==> config.mk <==
export PLATFORM = sky130hd
export DESIGN_NAME = riscv_em_top
export DESIGN_NICKNAME = d
export VERILOG_FILES = /design/src/design/riscv_em_pkg.sv /design/src/design/riscv_em_top.sv /design/src/design/riscv_em_result.sv /design/src/design/riscv_em_ppreg.sv /design/src/design/riscv_em_execute.sv /design/src/design/riscv_em_decode.sv
export VERILOG_INCLUDE_DIRS = /design/src /design/src/design
export SDC_FILE = /design/constraint.sdc
export NUM_CORES = 2
export LEC_CHECK = 0
export ABC_AREA = 1
export CORE_MARGIN = 5
export CORE_UTILIZATION = 67
export DETAILED_ROUTE_END_ITERATION = 10
export DONT_BUFFER_PORTS = 1
export PLACE_DENSITY = 0.83
export SETUP_SLACK_MARGIN = 0.1
export SLEW_MARGIN = 20
export SYNTH_ARGS = -nofsm -noshare
export SYNTH_HDL_FRONTEND = slang
export SYNTH_HIERARCHICAL = 1
export SYNTH_SLANG_ARGS = --single-unit
==> constraint.sdc <==
create_clock -name i_riscv_em_clk -period 86.2 [get_ports i_riscv_em_clk]
set_clock_uncertainty 0.2 [all_clocks]
set_input_delay 17.24 -clock i_riscv_em_clk [delete_from_list [all_inputs] [get_ports i_riscv_em_clk]]
set_output_delay 17.24 -clock i_riscv_em_clk [all_outputs]
set_load 0.01 [all_outputs]
==> src/design/riscv_em_config.svh <==
`ifndef RISCV_EM_CONFIG_SVH
`define RISCV_EM_CONFIG_SVH

// data and address width
`define RISCV_EM_XLEN 64

// data memory size in doublewords, indexed above the byte offset
`define RISCV_EM_DMEM_DEPTH 16

`endif
==> src/design/riscv_em_pkg.sv <==
`include "riscv_em_config.svh"

package riscv_em_pkg;

    typedef enum logic [2:0]
    {
        ALU_ADD      = 3'd0,
        ALU_SUB      = 3'd1,
        ALU_AND      = 3'd2,
        ALU_OR       = 3'd3,
        ALU_XOR      = 3'd4,
        ALU_PASS_IMM = 3'd5
    } alu_op_e;

    typedef enum logic [1:0]
    {
        RES_ALU  = 2'd0,
        RES_LOAD = 2'd1,
        RES_NONE = 2'd2
    } result_src_e;

    typedef enum logic [1:0]
    {
        MEM_DOUBLE = 2'd0,
        MEM_WORD_S = 2'd1,
        MEM_BYTE_U = 2'd2
    } mem_ext_e;

    // standard exception codes, none only for idle outputs
    typedef enum logic [3:0]
    {
        TRAP_NONE            = 4'd0,
        TRAP_ILLEGAL         = 4'd2,
        TRAP_LOAD_MISALIGN   = 4'd4,
        TRAP_STORE_MISALIGN  = 4'd6,
        TRAP_ECALL_M         = 4'd11
    } trap_cause_e;

    typedef struct packed
    {
        logic                      valid;
        logic [`RISCV_EM_XLEN-1:0] pc;
        logic [`RISCV_EM_XLEN-1:0] rs1_data;
        logic [`RISCV_EM_XLEN-1:0] rs2_data;
        logic [`RISCV_EM_XLEN-1:0] imm;
        logic [4:0]                rd;
        alu_op_e                   alu_op;
        logic                      use_imm;      // operand b from immediate
        logic                      reg_write;
        result_src_e               result_src;
        logic                      mem_read;
        logic                      mem_write;
        mem_ext_e                  mem_ext;
        logic                      illegal;
        logic                      ecall;
    } de_payload_t;

    typedef struct packed
    {
        logic                      valid;
        logic [`RISCV_EM_XLEN-1:0] pc;
        logic [`RISCV_EM_XLEN-1:0] alu_result;   // also the memory address
        logic [`RISCV_EM_XLEN-1:0] store_data;
        logic [4:0]                rd;
        logic                      reg_write;
        result_src_e               result_src;
        logic                      mem_read;
        logic                      mem_write;
        mem_ext_e                  mem_ext;
        logic                      trap;
        trap_cause_e               trap_cause;
    } em_payload_t;

endpackage

==> src/design/riscv_em_top.sv <==
`timescale 1ns/1ps
`include "riscv_em_config.svh"

module riscv_em_top
    import riscv_em_pkg::*;
(
    input  logic                      i_riscv_em_clk,
    input  logic                      i_riscv_em_rst,
    input  logic                      i_valid,
    input  logic [31:0]               i_instr,
    input  logic [`RISCV_EM_XLEN-1:0] i_pc,
    input  logic [`RISCV_EM_XLEN-1:0] i_rs1_data,
    input  logic [`RISCV_EM_XLEN-1:0] i_rs2_data,
    input  logic                      i_stall,
    input  logic                      i_flush,
    output logic                      o_retire,
    output logic [`RISCV_EM_XLEN-1:0] o_retire_pc,
    output logic                      o_wb_en,
    output logic [4:0]                o_wb_rd,
    output logic [`RISCV_EM_XLEN-1:0] o_wb_data,
    output logic                      o_trap_valid,
    output trap_cause_e               o_trap_cause,
    output logic [`RISCV_EM_XLEN-1:0] o_trap_pc
);

    de_payload_t de_d;
    de_payload_t de_q;
    em_payload_t em_d;
    em_payload_t em_q;

    riscv_em_decode riscv_em_decode_inst (
        .i_valid    (i_valid),
        .i_instr    (i_instr),
        .i_pc       (i_pc),
        .i_rs1_data (i_rs1_data),
        .i_rs2_data (i_rs2_data),
        .o_de       (de_d)
    );

    riscv_em_ppreg #(.payload_t(de_payload_t)) riscv_em_ppreg_de_inst (
        .i_riscv_em_clk (i_riscv_em_clk),
        .i_riscv_em_rst (i_riscv_em_rst),
        .i_stall        (i_stall),
        .i_flush        (i_flush),
        .i_d            (de_d),
        .o_q            (de_q)
    );

    riscv_em_execute riscv_em_execute_inst (
        .i_de (de_q),
        .o_em (em_d)
    );

    riscv_em_ppreg #(.payload_t(em_payload_t)) riscv_em_ppreg_em_inst (
        .i_riscv_em_clk (i_riscv_em_clk),
        .i_riscv_em_rst (i_riscv_em_rst),
        .i_stall        (i_stall),
        .i_flush        (i_flush),
        .i_d            (em_d),
        .o_q            (em_q)
    );

    riscv_em_result riscv_em_result_inst (
        .i_riscv_em_clk (i_riscv_em_clk),
        .i_riscv_em_rst (i_riscv_em_rst),
        .i_stall        (i_stall),
        .i_em           (em_q),
        .o_retire       (o_retire),
        .o_wb_en        (o_wb_en),
        .o_wb_rd        (o_wb_rd),
        .o_wb_data      (o_wb_data),
        .o_retire_pc    (o_retire_pc),
        .o_trap_pc      (o_trap_pc),
        .o_trap_valid   (o_trap_valid),
        .o_trap_cause   (o_trap_cause)
    );

endmodule

==> src/design/riscv_em_result.sv <==
`timescale 1ns/1ps
`include "riscv_em_config.svh"

module riscv_em_result
    import riscv_em_pkg::*;
(
    input  logic                      i_riscv_em_clk,
    input  logic                      i_riscv_em_rst,
    input  logic                      i_stall,
    input  em_payload_t               i_em,
    output logic                      o_retire,
    output logic                      o_wb_en,
    output logic [4:0]                o_wb_rd,
    output logic [`RISCV_EM_XLEN-1:0] o_wb_data,
    output logic [`RISCV_EM_XLEN-1:0] o_retire_pc,
    output logic [`RISCV_EM_XLEN-1:0] o_trap_pc,
    output logic                      o_trap_valid,
    output trap_cause_e               o_trap_cause
);

    localparam int IDX_W  = $clog2(`RISCV_EM_DMEM_DEPTH);
    localparam int NBYTES = `RISCV_EM_XLEN / 8;

    logic [`RISCV_EM_XLEN-1:0] dmem [`RISCV_EM_DMEM_DEPTH];
    logic [IDX_W-1:0]          idx;
    logic [2:0]                offset;
    logic [`RISCV_EM_XLEN-1:0] rdata;
    logic [31:0]               ld_word;
    logic [7:0]                ld_byte;
    logic [`RISCV_EM_XLEN-1:0] ld_data;
    logic [NBYTES-1:0]         byte_mask;
    logic [`RISCV_EM_XLEN-1:0] st_lanes;
    logic [`RISCV_EM_XLEN-1:0] merged;
    logic [`RISCV_EM_XLEN-1:0] result;
    logic                      fire;
    logic                      store_en;

    assign idx     = i_em.alu_result[3 +: IDX_W];   // upper address bits wrap
    assign offset  = i_em.alu_result[2:0];
    assign rdata   = dmem[idx];
    assign ld_word = rdata[{offset[2], 5'b00000} +: 32];
    assign ld_byte = rdata[{offset, 3'b000} +: 8];

    always_comb
    begin
        case (i_em.mem_ext)
            MEM_WORD_S:
            begin
                ld_data   = {{(`RISCV_EM_XLEN-32){ld_word[31]}}, ld_word};
                byte_mask = NBYTES'(4'hF) << {offset[2], 2'b00};
                st_lanes  = {(NBYTES/4){i_em.store_data[31:0]}};
            end
            MEM_BYTE_U:
            begin
                ld_data   = {{(`RISCV_EM_XLEN-8){1'b0}}, ld_byte};
                byte_mask = NBYTES'(1) << offset;
                st_lanes  = {NBYTES{i_em.store_data[7:0]}};
            end
            default:
            begin
                ld_data   = rdata;
                byte_mask = '1;
                st_lanes  = i_em.store_data;
            end
        endcase
        for (int b = 0; b < NBYTES; b++)
        begin
            merged[8*b +: 8] = byte_mask[b] ? st_lanes[8*b +: 8] : rdata[8*b +: 8];
        end
    end

    assign result = (i_em.result_src == RES_LOAD) ? ld_data :
                    (i_em.result_src == RES_ALU)  ? i_em.alu_result : '0;

    assign fire     = i_em.valid & ~i_stall;
    assign store_en = fire & i_em.mem_write;

    always_ff @(posedge i_riscv_em_clk or posedge i_riscv_em_rst)
    begin
        if (i_riscv_em_rst)
        begin
            for (int i = 0; i < `RISCV_EM_DMEM_DEPTH; i++)
            begin
                dmem[i] <= '0;
            end
        end
        else if (store_en)
        begin
            dmem[idx] <= merged;
        end
    end

    always_ff @(posedge i_riscv_em_clk or posedge i_riscv_em_rst)
    begin
        if (i_riscv_em_rst)
        begin
            o_retire     <= 1'b0;
            o_wb_en      <= 1'b0;
            o_wb_rd      <= '0;
            o_wb_data    <= '0;
            o_retire_pc  <= '0;
            o_trap_valid <= 1'b0;
            o_trap_cause <= TRAP_NONE;
            o_trap_pc    <= '0;
        end
        else
        begin
            o_retire     <= fire & ~i_em.trap;            // single-cycle pulses
            o_wb_en      <= fire & ~i_em.trap & i_em.reg_write;
            o_trap_valid <= fire & i_em.trap;
            if (fire && !i_em.trap)
            begin
                o_wb_rd     <= i_em.rd;
                o_wb_data   <= result;
                o_retire_pc <= i_em.pc;
            end
            if (fire && i_em.trap)
            begin
                o_trap_cause <= i_em.trap_cause;
                o_trap_pc    <= i_em.pc;
            end
        end
    end

endmodule

==> src/design/riscv_em_ppreg.sv <==
`timescale 1ns/1ps

module riscv_em_ppreg #(
    parameter type payload_t = logic
) (
    input  logic     i_riscv_em_clk,
    input  logic     i_riscv_em_rst,
    input  logic     i_stall,
    input  logic     i_flush,
    input  payload_t i_d,
    output payload_t o_q
);

    // flush wins over stall, a cleared payload is a bubble
    always_ff @(posedge i_riscv_em_clk or posedge i_riscv_em_rst)
    begin
        if (i_riscv_em_rst)
        begin
            o_q <= '0;
        end
        else if (i_flush)
        begin
            o_q <= '0;
        end
        else if (!i_stall)
        begin
            o_q <= i_d;
        end
    end

endmodule

==> src/design/riscv_em_execute.sv <==
`timescale 1ns/1ps
`include "riscv_em_config.svh"

module riscv_em_execute
    import riscv_em_pkg::*;
(
    input  de_payload_t i_de,
    output em_payload_t o_em
);

    logic [`RISCV_EM_XLEN-1:0] op_b;
    logic [`RISCV_EM_XLEN-1:0] alu_res;
    logic                      misaligned;
    logic                      load_mis;
    logic                      store_mis;

    assign op_b = i_de.use_imm ? i_de.imm : i_de.rs2_data;

    // loads and stores come through as add, giving the address
    always_comb
    begin
        case (i_de.alu_op)
            ALU_ADD:      alu_res = i_de.rs1_data + op_b;
            ALU_SUB:      alu_res = i_de.rs1_data - op_b;
            ALU_AND:      alu_res = i_de.rs1_data & op_b;
            ALU_OR:       alu_res = i_de.rs1_data | op_b;
            ALU_XOR:      alu_res = i_de.rs1_data ^ op_b;
            ALU_PASS_IMM: alu_res = i_de.imm;
            default:      alu_res = i_de.rs1_data + op_b;
        endcase
    end

    always_comb
    begin
        case (i_de.mem_ext)
            MEM_DOUBLE: misaligned = (alu_res[2:0] != 3'b000);
            MEM_WORD_S: misaligned = (alu_res[1:0] != 2'b00);
            default:    misaligned = 1'b0;                      // byte access
        endcase
    end

    assign load_mis  = i_de.mem_read & misaligned;
    assign store_mis = i_de.mem_write & misaligned;

    always_comb
    begin
        o_em            = '0;
        o_em.valid      = i_de.valid;
        o_em.pc         = i_de.pc;
        o_em.alu_result = alu_res;
        o_em.store_data = i_de.rs2_data;
        o_em.rd         = i_de.rd;
        o_em.reg_write  = i_de.reg_write;
        o_em.result_src = i_de.result_src;
        o_em.mem_read   = i_de.mem_read;
        o_em.mem_write  = i_de.mem_write;
        o_em.mem_ext    = i_de.mem_ext;
        o_em.trap_cause = TRAP_NONE;
        if (i_de.valid)
        begin
            if (i_de.illegal)
            begin
                o_em.trap       = 1'b1;
                o_em.trap_cause = TRAP_ILLEGAL;
            end
            else if (i_de.ecall)
            begin
                o_em.trap       = 1'b1;
                o_em.trap_cause = TRAP_ECALL_M;
            end
            else if (load_mis)
            begin
                o_em.trap       = 1'b1;
                o_em.trap_cause = TRAP_LOAD_MISALIGN;
            end
            else if (store_mis)
            begin
                o_em.trap       = 1'b1;
                o_em.trap_cause = TRAP_STORE_MISALIGN;
            end
        end
        if (o_em.trap)
        begin
            o_em.reg_write = 1'b0;   // trap has no side effects
            o_em.mem_write = 1'b0;
            o_em.mem_read  = 1'b0;
        end
    end

endmodule

==> src/design/riscv_em_decode.sv <==
`timescale 1ns/1ps
`include "riscv_em_config.svh"

module riscv_em_decode
    import riscv_em_pkg::*;
(
    input  logic                      i_valid,
    input  logic [31:0]               i_instr,
    input  logic [`RISCV_EM_XLEN-1:0] i_pc,
    input  logic [`RISCV_EM_XLEN-1:0] i_rs1_data,
    input  logic [`RISCV_EM_XLEN-1:0] i_rs2_data,
    output de_payload_t               o_de
);

    localparam logic [6:0]  OPC_OP      = 7'b0110011;
    localparam logic [6:0]  OPC_OP_IMM  = 7'b0010011;
    localparam logic [6:0]  OPC_LUI     = 7'b0110111;
    localparam logic [6:0]  OPC_LOAD    = 7'b0000011;
    localparam logic [6:0]  OPC_STORE   = 7'b0100011;
    localparam logic [6:0]  OPC_SYSTEM  = 7'b1110011;
    localparam logic [31:0] INSTR_ECALL = 32'h0000_0073;

    logic [6:0]                opcode;
    logic [2:0]                funct3;
    logic [6:0]                funct7;
    logic [`RISCV_EM_XLEN-1:0] imm_i;
    logic [`RISCV_EM_XLEN-1:0] imm_s;
    logic [`RISCV_EM_XLEN-1:0] imm_u;

    assign opcode = i_instr[6:0];
    assign funct3 = i_instr[14:12];
    assign funct7 = i_instr[31:25];

    assign imm_i = {{(`RISCV_EM_XLEN-12){i_instr[31]}}, i_instr[31:20]};
    assign imm_s = {{(`RISCV_EM_XLEN-12){i_instr[31]}}, i_instr[31:25], i_instr[11:7]};
    assign imm_u = {{(`RISCV_EM_XLEN-32){i_instr[31]}}, i_instr[31:12], 12'b0};

    always_comb
    begin
        o_de            = '0;
        o_de.valid      = i_valid;
        o_de.pc         = i_pc;
        o_de.rs1_data   = i_rs1_data;
        o_de.rs2_data   = i_rs2_data;
        o_de.alu_op     = ALU_ADD;
        o_de.result_src = RES_NONE;
        o_de.mem_ext    = MEM_DOUBLE;
        case (opcode)
            OPC_OP:
            begin
                o_de.reg_write  = 1'b1;
                o_de.result_src = RES_ALU;
                case ({funct7, funct3})
                    {7'b0000000, 3'b000}: o_de.alu_op = ALU_ADD;
                    {7'b0100000, 3'b000}: o_de.alu_op = ALU_SUB;
                    {7'b0000000, 3'b111}: o_de.alu_op = ALU_AND;
                    {7'b0000000, 3'b110}: o_de.alu_op = ALU_OR;
                    {7'b0000000, 3'b100}: o_de.alu_op = ALU_XOR;
                    default:              o_de.illegal = 1'b1;
                endcase
            end
            OPC_OP_IMM:
            begin
                o_de.imm        = imm_i;
                o_de.use_imm    = 1'b1;
                o_de.reg_write  = 1'b1;
                o_de.result_src = RES_ALU;
                o_de.illegal    = (funct3 != 3'b000);    // only addi
            end
            OPC_LUI:
            begin
                o_de.imm        = imm_u;
                o_de.use_imm    = 1'b1;
                o_de.alu_op     = ALU_PASS_IMM;
                o_de.reg_write  = 1'b1;
                o_de.result_src = RES_ALU;
            end
            OPC_LOAD:
            begin
                o_de.imm        = imm_i;
                o_de.use_imm    = 1'b1;
                o_de.mem_read   = 1'b1;
                o_de.reg_write  = 1'b1;
                o_de.result_src = RES_LOAD;
                case (funct3)
                    3'b011:  o_de.mem_ext = MEM_DOUBLE;
                    3'b010:  o_de.mem_ext = MEM_WORD_S;
                    3'b100:  o_de.mem_ext = MEM_BYTE_U;
                    default: o_de.illegal = 1'b1;
                endcase
            end
            OPC_STORE:
            begin
                o_de.imm       = imm_s;
                o_de.use_imm   = 1'b1;
                o_de.mem_write = 1'b1;
                case (funct3)
                    3'b011:  o_de.mem_ext = MEM_DOUBLE;
                    3'b010:  o_de.mem_ext = MEM_WORD_S;
                    default: o_de.illegal = 1'b1;
                endcase
            end
            OPC_SYSTEM:
            begin
                o_de.ecall   = (i_instr == INSTR_ECALL);
                o_de.illegal = (i_instr != INSTR_ECALL);
            end
            default:
            begin
                o_de.illegal = 1'b1;
            end
        endcase
        if (o_de.illegal)
        begin
            o_de.reg_write  = 1'b0;
            o_de.mem_read   = 1'b0;
            o_de.mem_write  = 1'b0;
            o_de.result_src = RES_NONE;
        end
        o_de.rd = o_de.reg_write ? i_instr[11:7] : 5'd0;   // no write, no rd
    end

endmodule

**Word level (Yosys, flattened, before mapping)**

Index checks and enable logic that the tools add are counted.

- Flip-flop bits (word level): 1,712
- Bits in latches: 0
- Bits in writable memories: 0
- Memory bits (read-only): 0
- Input port bits: 229
- Output and inout bits: 204
- Word-level logic and storage cells: 162
- Memories kept: 0

- Add/subtract/negate cells: 2
- $mul: 0
- Divide/modulo/power cells: 0
- Order comparisons: 2
- Equal/unequal tests: 25
- Shift operators: 4
- Muxes and demuxes: 50
- Bitwise gates (word level): 13
- Reductions and logical operators: 16

Operators with widths:

| kind | number |
|---|---|
| $bwmux W1024 | 1 |
| $mux W275 | 2 |
| $mux W210 | 2 |
| $mux W64 | 6 |
| $pmux W64 S5 | 1 |
| $bmux W64 S4 | 1 |
| $demux W64 S4 | 1 |
| $pmux W64 S2 | 2 |
| $pmux W64 S3 | 1 |
| $add A64 B64 Y64 | 1 |
| $and A64 B64 Y64 | 1 |
| $mux W8 | 8 |
| $or A64 B64 Y64 | 1 |
| $shiftx A64 B7 Y32 | 1 |
| $shiftx A64 B7 Y8 | 1 |
| $sub A64 B64 Y64 | 1 |
| $xor A64 B64 Y64 | 1 |
| $mux W5 | 7 |
| $eq A32 B7 Y1 const B | 1 |
| $ne A32 B7 Y1 const B | 1 |
| $eq A10 B3 Y1 const B | 3 |
| $eq A7 B6 Y1 const B | 3 |
| $pmux W8 S2 | 1 |
| $eq A3 B2 Y1 const B | 4 |
| other kinds (33) | 60 |

**Logic depth before layout (Yosys ltp)**

- Depth after elaboration: 14
- Gate-level depth with buffers: 34
- Depth with buffers taken out: 33

**Hierarchy**

The synthesis kept the hierarchy.

Modules (own cells, without submodules):

| module | instances | cells an instance | area each (µm²) | seq. area each (µm²) |
|---|---|---|---|---|
| riscv_em_result | 1 | 7,231 | 56,172.6 | 30,729.5 |
| riscv_em_execute | 1 | 2,607 | 13,852.0 | 0.0 |
| riscv_em_ppreg at riscv_em_ppreg_de_inst | 1 | 1,194 | 10,911.7 | 6,881.6 |
| riscv_em_ppreg at riscv_em_ppreg_em_inst | 1 | 912 | 8,235.4 | 5,255.0 |
| riscv_em_decode | 1 | 371 | 2,439.8 | 0.0 |

**Least setup slack after synthesis**

No wires, ideal clock.

- Path type: input-to-reg
- From: in i_instr[0]
- To: reg riscv_em_ppreg_de_inst/o_q[50] (netlist name)
- Library setup time: 65 ps
- Arrival: 19,374 ps
- Data required time: 85,935 ps
- Setup slack: 66,561 ps
- Stages: 8
- Path buffers: 2
- Cell sequence: nand2_1 > nor2_4 > nand2_2 > buf_2 > a21oi_1 > buf_4 > nand2_1 > nand2_1

RTL lines:

| what | RTL line | text |
|---|---|---|
| start: declaration | riscv_em_top.sv:10 | `input logic [31:0] i_instr,` |
| end signal: assignment | riscv_em_ppreg.sv:27 | `o_q <= i_d;` |
| end: declaration | riscv_em_ppreg.sv:11 | `output payload_t o_q` |

==> results_dict.tcl <==
set metrics [dict create \
    period_needed_ns 20.96 \
    criticalPathCategory "in -> async" \
    first_pass_iters 9 \
    drtAntennaViolNets 0 \
    drv_slew 0 \
    cellPowerDensity_mw_per_mm2 19.3 \
    start_kind "input pin" \
    grt_pass1_vias 78400 \
    worst_path_dominant_cell_family "buffers and inverters" \
    cp_common_cell "buf_4" \
    grt_use_total_pct 43.2 \
    cts-root-buf "clkbuf_16" \
    nNetsFinal 11900 \
    place_hpwl_um 210000 \
    status "finished clean" \
    hp-class "reg -> reg" \
    crit_required_ns 86.84 \
    clock_path_buffers 3 \
    slowest_delay_ns 0.89 \
    hold_buffers 0 \
    maxCapViolCount 0 \
    antenna_found_initial 14 \
    fin_setup_tns_ns 0 \
    cts_htree_levels 4 \
    ctsResizeCount 0 \
    drive_gt1_share_pct 4.91 \
    rsz0062_at_grt "false" \
    cts_sinks 1712 \
    clock.fmax_ghz 0.0477 \
    layout_setup_ws_ns 65.24 \
    fp.dieW_um 380 \
    grt_pass1_wl_um 479000 \
    cts_made_buffers 172 \
    core_sq_mm 0.136 \
    yosysWarnings 6 \
    leakagePower_nw 48.0 \
    finalSetupViolCount 0 \
    synth_cells 12300 \
    cp_max_fo 185 \
    syn_nets 12700 \
    drtIter0Drc 13200 \
    crit_chain "inv_8 > buf_12 > buf_4 > buf_4 > buf_4" \
    syn_to_final_growth_pct 3.10 \
    pin_count 433 \
    routed_wl_um 321000 \
    slew_headroom_pct 16.8 \
    endpoint_kind "asynchronous set/reset pin" \
    worst_pin_slew_ns 1.24 \
    die-area_sq_mm 0.144 \
    syn_avg_cell_area_sq_um 7.44 \
    cp_data_arrival_time_ns 21.60 \
    num_rows 135 \
    dp_slack_ns 64.38 \
    grt_max_degree 488 \
    finalCritPeriodShare_pct 24.3 \
    slowest_stage "buf_4" \
    cts_tree "built" \
    irDropWorstVdd_v 0.0000221 \
    port_buffers 0 \
    synth_area_sq_mm 0.0916 \
    num_vias 84000 \
    post_cts_buffers 0 \
    place_congestion 1.10 \
    routedWlPerCell_um 24.0 \
    dieHeight_um 380 \
    clk_latency_ns 0.84 \
    hold_violations 0 \
    drc 0 \
    path_clk_slew_ns 0.06 \
    vias_per_cell 6.28 \
    crit_buf_inv 5 \
    overflow 0 \
    initial_utilization_pct 67.5 \
]
[sequential cells by signal (all words and copies together), names as in the netlist, 4 cells and up]
name                               flops
riscv_em_result_inst/o_wb_rd           5
riscv_em_result_inst/dmem           1024
riscv_em_ppreg_de_inst/o_q           275
riscv_em_ppreg_em_inst/o_q           209
riscv_em_result_inst/o_retire_pc      64
riscv_em_result_inst/o_trap_cause      4
riscv_em_result_inst/o_trap_pc        64
riscv_em_result_inst/o_wb_data        64
[worst paths after layout]
check                                                         startpoint                                        endpoint  slack (ns)  cells after the start
min                          riscv_em_ppreg_de_inst/o_q[240]$_DFFE_PP0P_     riscv_em_ppreg_em_inst/o_q[175]$_DFFE_PP0P_        0.26                      2
max                                                       i_riscv_em_rst      riscv_em_result_inst/dmem[930]$_DFFE_PP0P_       65.24                      5
min reg2reg                  riscv_em_ppreg_de_inst/o_q[240]$_DFFE_PP0P_     riscv_em_ppreg_em_inst/o_q[175]$_DFFE_PP0P_        0.26                      2
min in group asynchronous                                 i_riscv_em_rst     riscv_em_ppreg_em_inst/o_q[170]$_DFFE_PP0P_       16.19                      1
max reg2reg                   riscv_em_ppreg_em_inst/o_q[84]$_DFFE_PP0P_  riscv_em_result_inst/o_wb_data[54]$_DFFE_PP0P_       79.96                     14
max in group i_riscv_em_clk                                      i_stall      riscv_em_result_inst/dmem[660]$_DFFE_PP0P_       65.63                      7
[report_power, final]
part	internal (mW)	total (mW)	leakage [nW]	switching, mW
registers	0.820	0.851	23.7	0.0311
clock network	0.441	0.776	2.88	0.335
logic	0.0373	0.191	21.4	0.154
[worst register-to-register path, stage by stage, from the launching register on]
cell	delay, ns
dfrtp_4	0.91
buf_4	0.66
buf_4	0.72
nor2_4	0.35
nand2_1	0.14
nand3_1	0.10
nand2_1	0.07
nand2_1	0.05
nor2_1	0.78
nor2_1	0.16
a21oi_2	0.48
buf_4	0.35
o21ai_0	0.29
a22oi_1	0.66
o21ai_1	0.13
[metrics by stage]
stage	cell area, sq um	std cells	hold slack (ns)	utilization (%)	power (mW)
detailed placement	88400	13100	0.252	65.2	1.04
global route	94400	13400	0.287	69.6	1.87
CTS	94300	13400	0.266	69.5	1.81
finish	94400	13400	0.263	69.6	1.82
global placement	88400	13100	0.256	65.2	1.04
floorplan	91600	12300	0.243	-	0.985
[placed cells by master (no fill, tap or decap), types with 14 or more instances in the layout]
| master | n |
|---|---|
| nand2_1 | 5407 |
| dfrtp_1 | 1709 |
| o21ai_0 | 1314 |
| nand3_1 | 586 |
| inv_1 | 575 |
| nor2_1 | 392 |
| a21oi_1 | 214 |
| ha_1 | 193 |
| clkbuf_16 | 172 |
| o21ai_1 | 139 |
| nand4_1 | 131 |
| xor2_1 | 87 |
| buf_4 | 78 |
| a22oi_1 | 57 |
| a221oi_1 | 50 |
| clkbuf_8 | 41 |
| nand2_2 | 41 |
| clkbuf_1 | 32 |
| o22ai_1 | 31 |
| o21ai_2 | 28 |
| nor3_1 | 27 |
| clkinv_2 | 26 |
| inv_2 | 25 |
| nor2_2 | 23 |
| nor2_4 | 20 |
| o21bai_1 | 18 |
| nand2_4 | 15 |
| diode_2 | 14 |
[per-layer routing]
layer	GRT usage, %	wire length [um]	up-vias
met5	0	69	-
met4	30.2	27900	8
met3	13.2	41800	1398
met2	62.8	136000	5764
met1	55.4	115000	39800
li1	-	-	37100
[cell type report]
cell class | count | area (sq um)
multi-input cells | 8861 | 40200
well taps | 1781 | 2230
fillers | 10900 | 41200
inverters | 613 | 2360
clock inverters | 67 | 918
diodes | 14 | 35.0
repair buffers | 91 | 818
clock buffers | 245 | 4990
flip-flops and latches | 1712 | 42900
No activity file was read; power rests on OpenSTA's default activity.
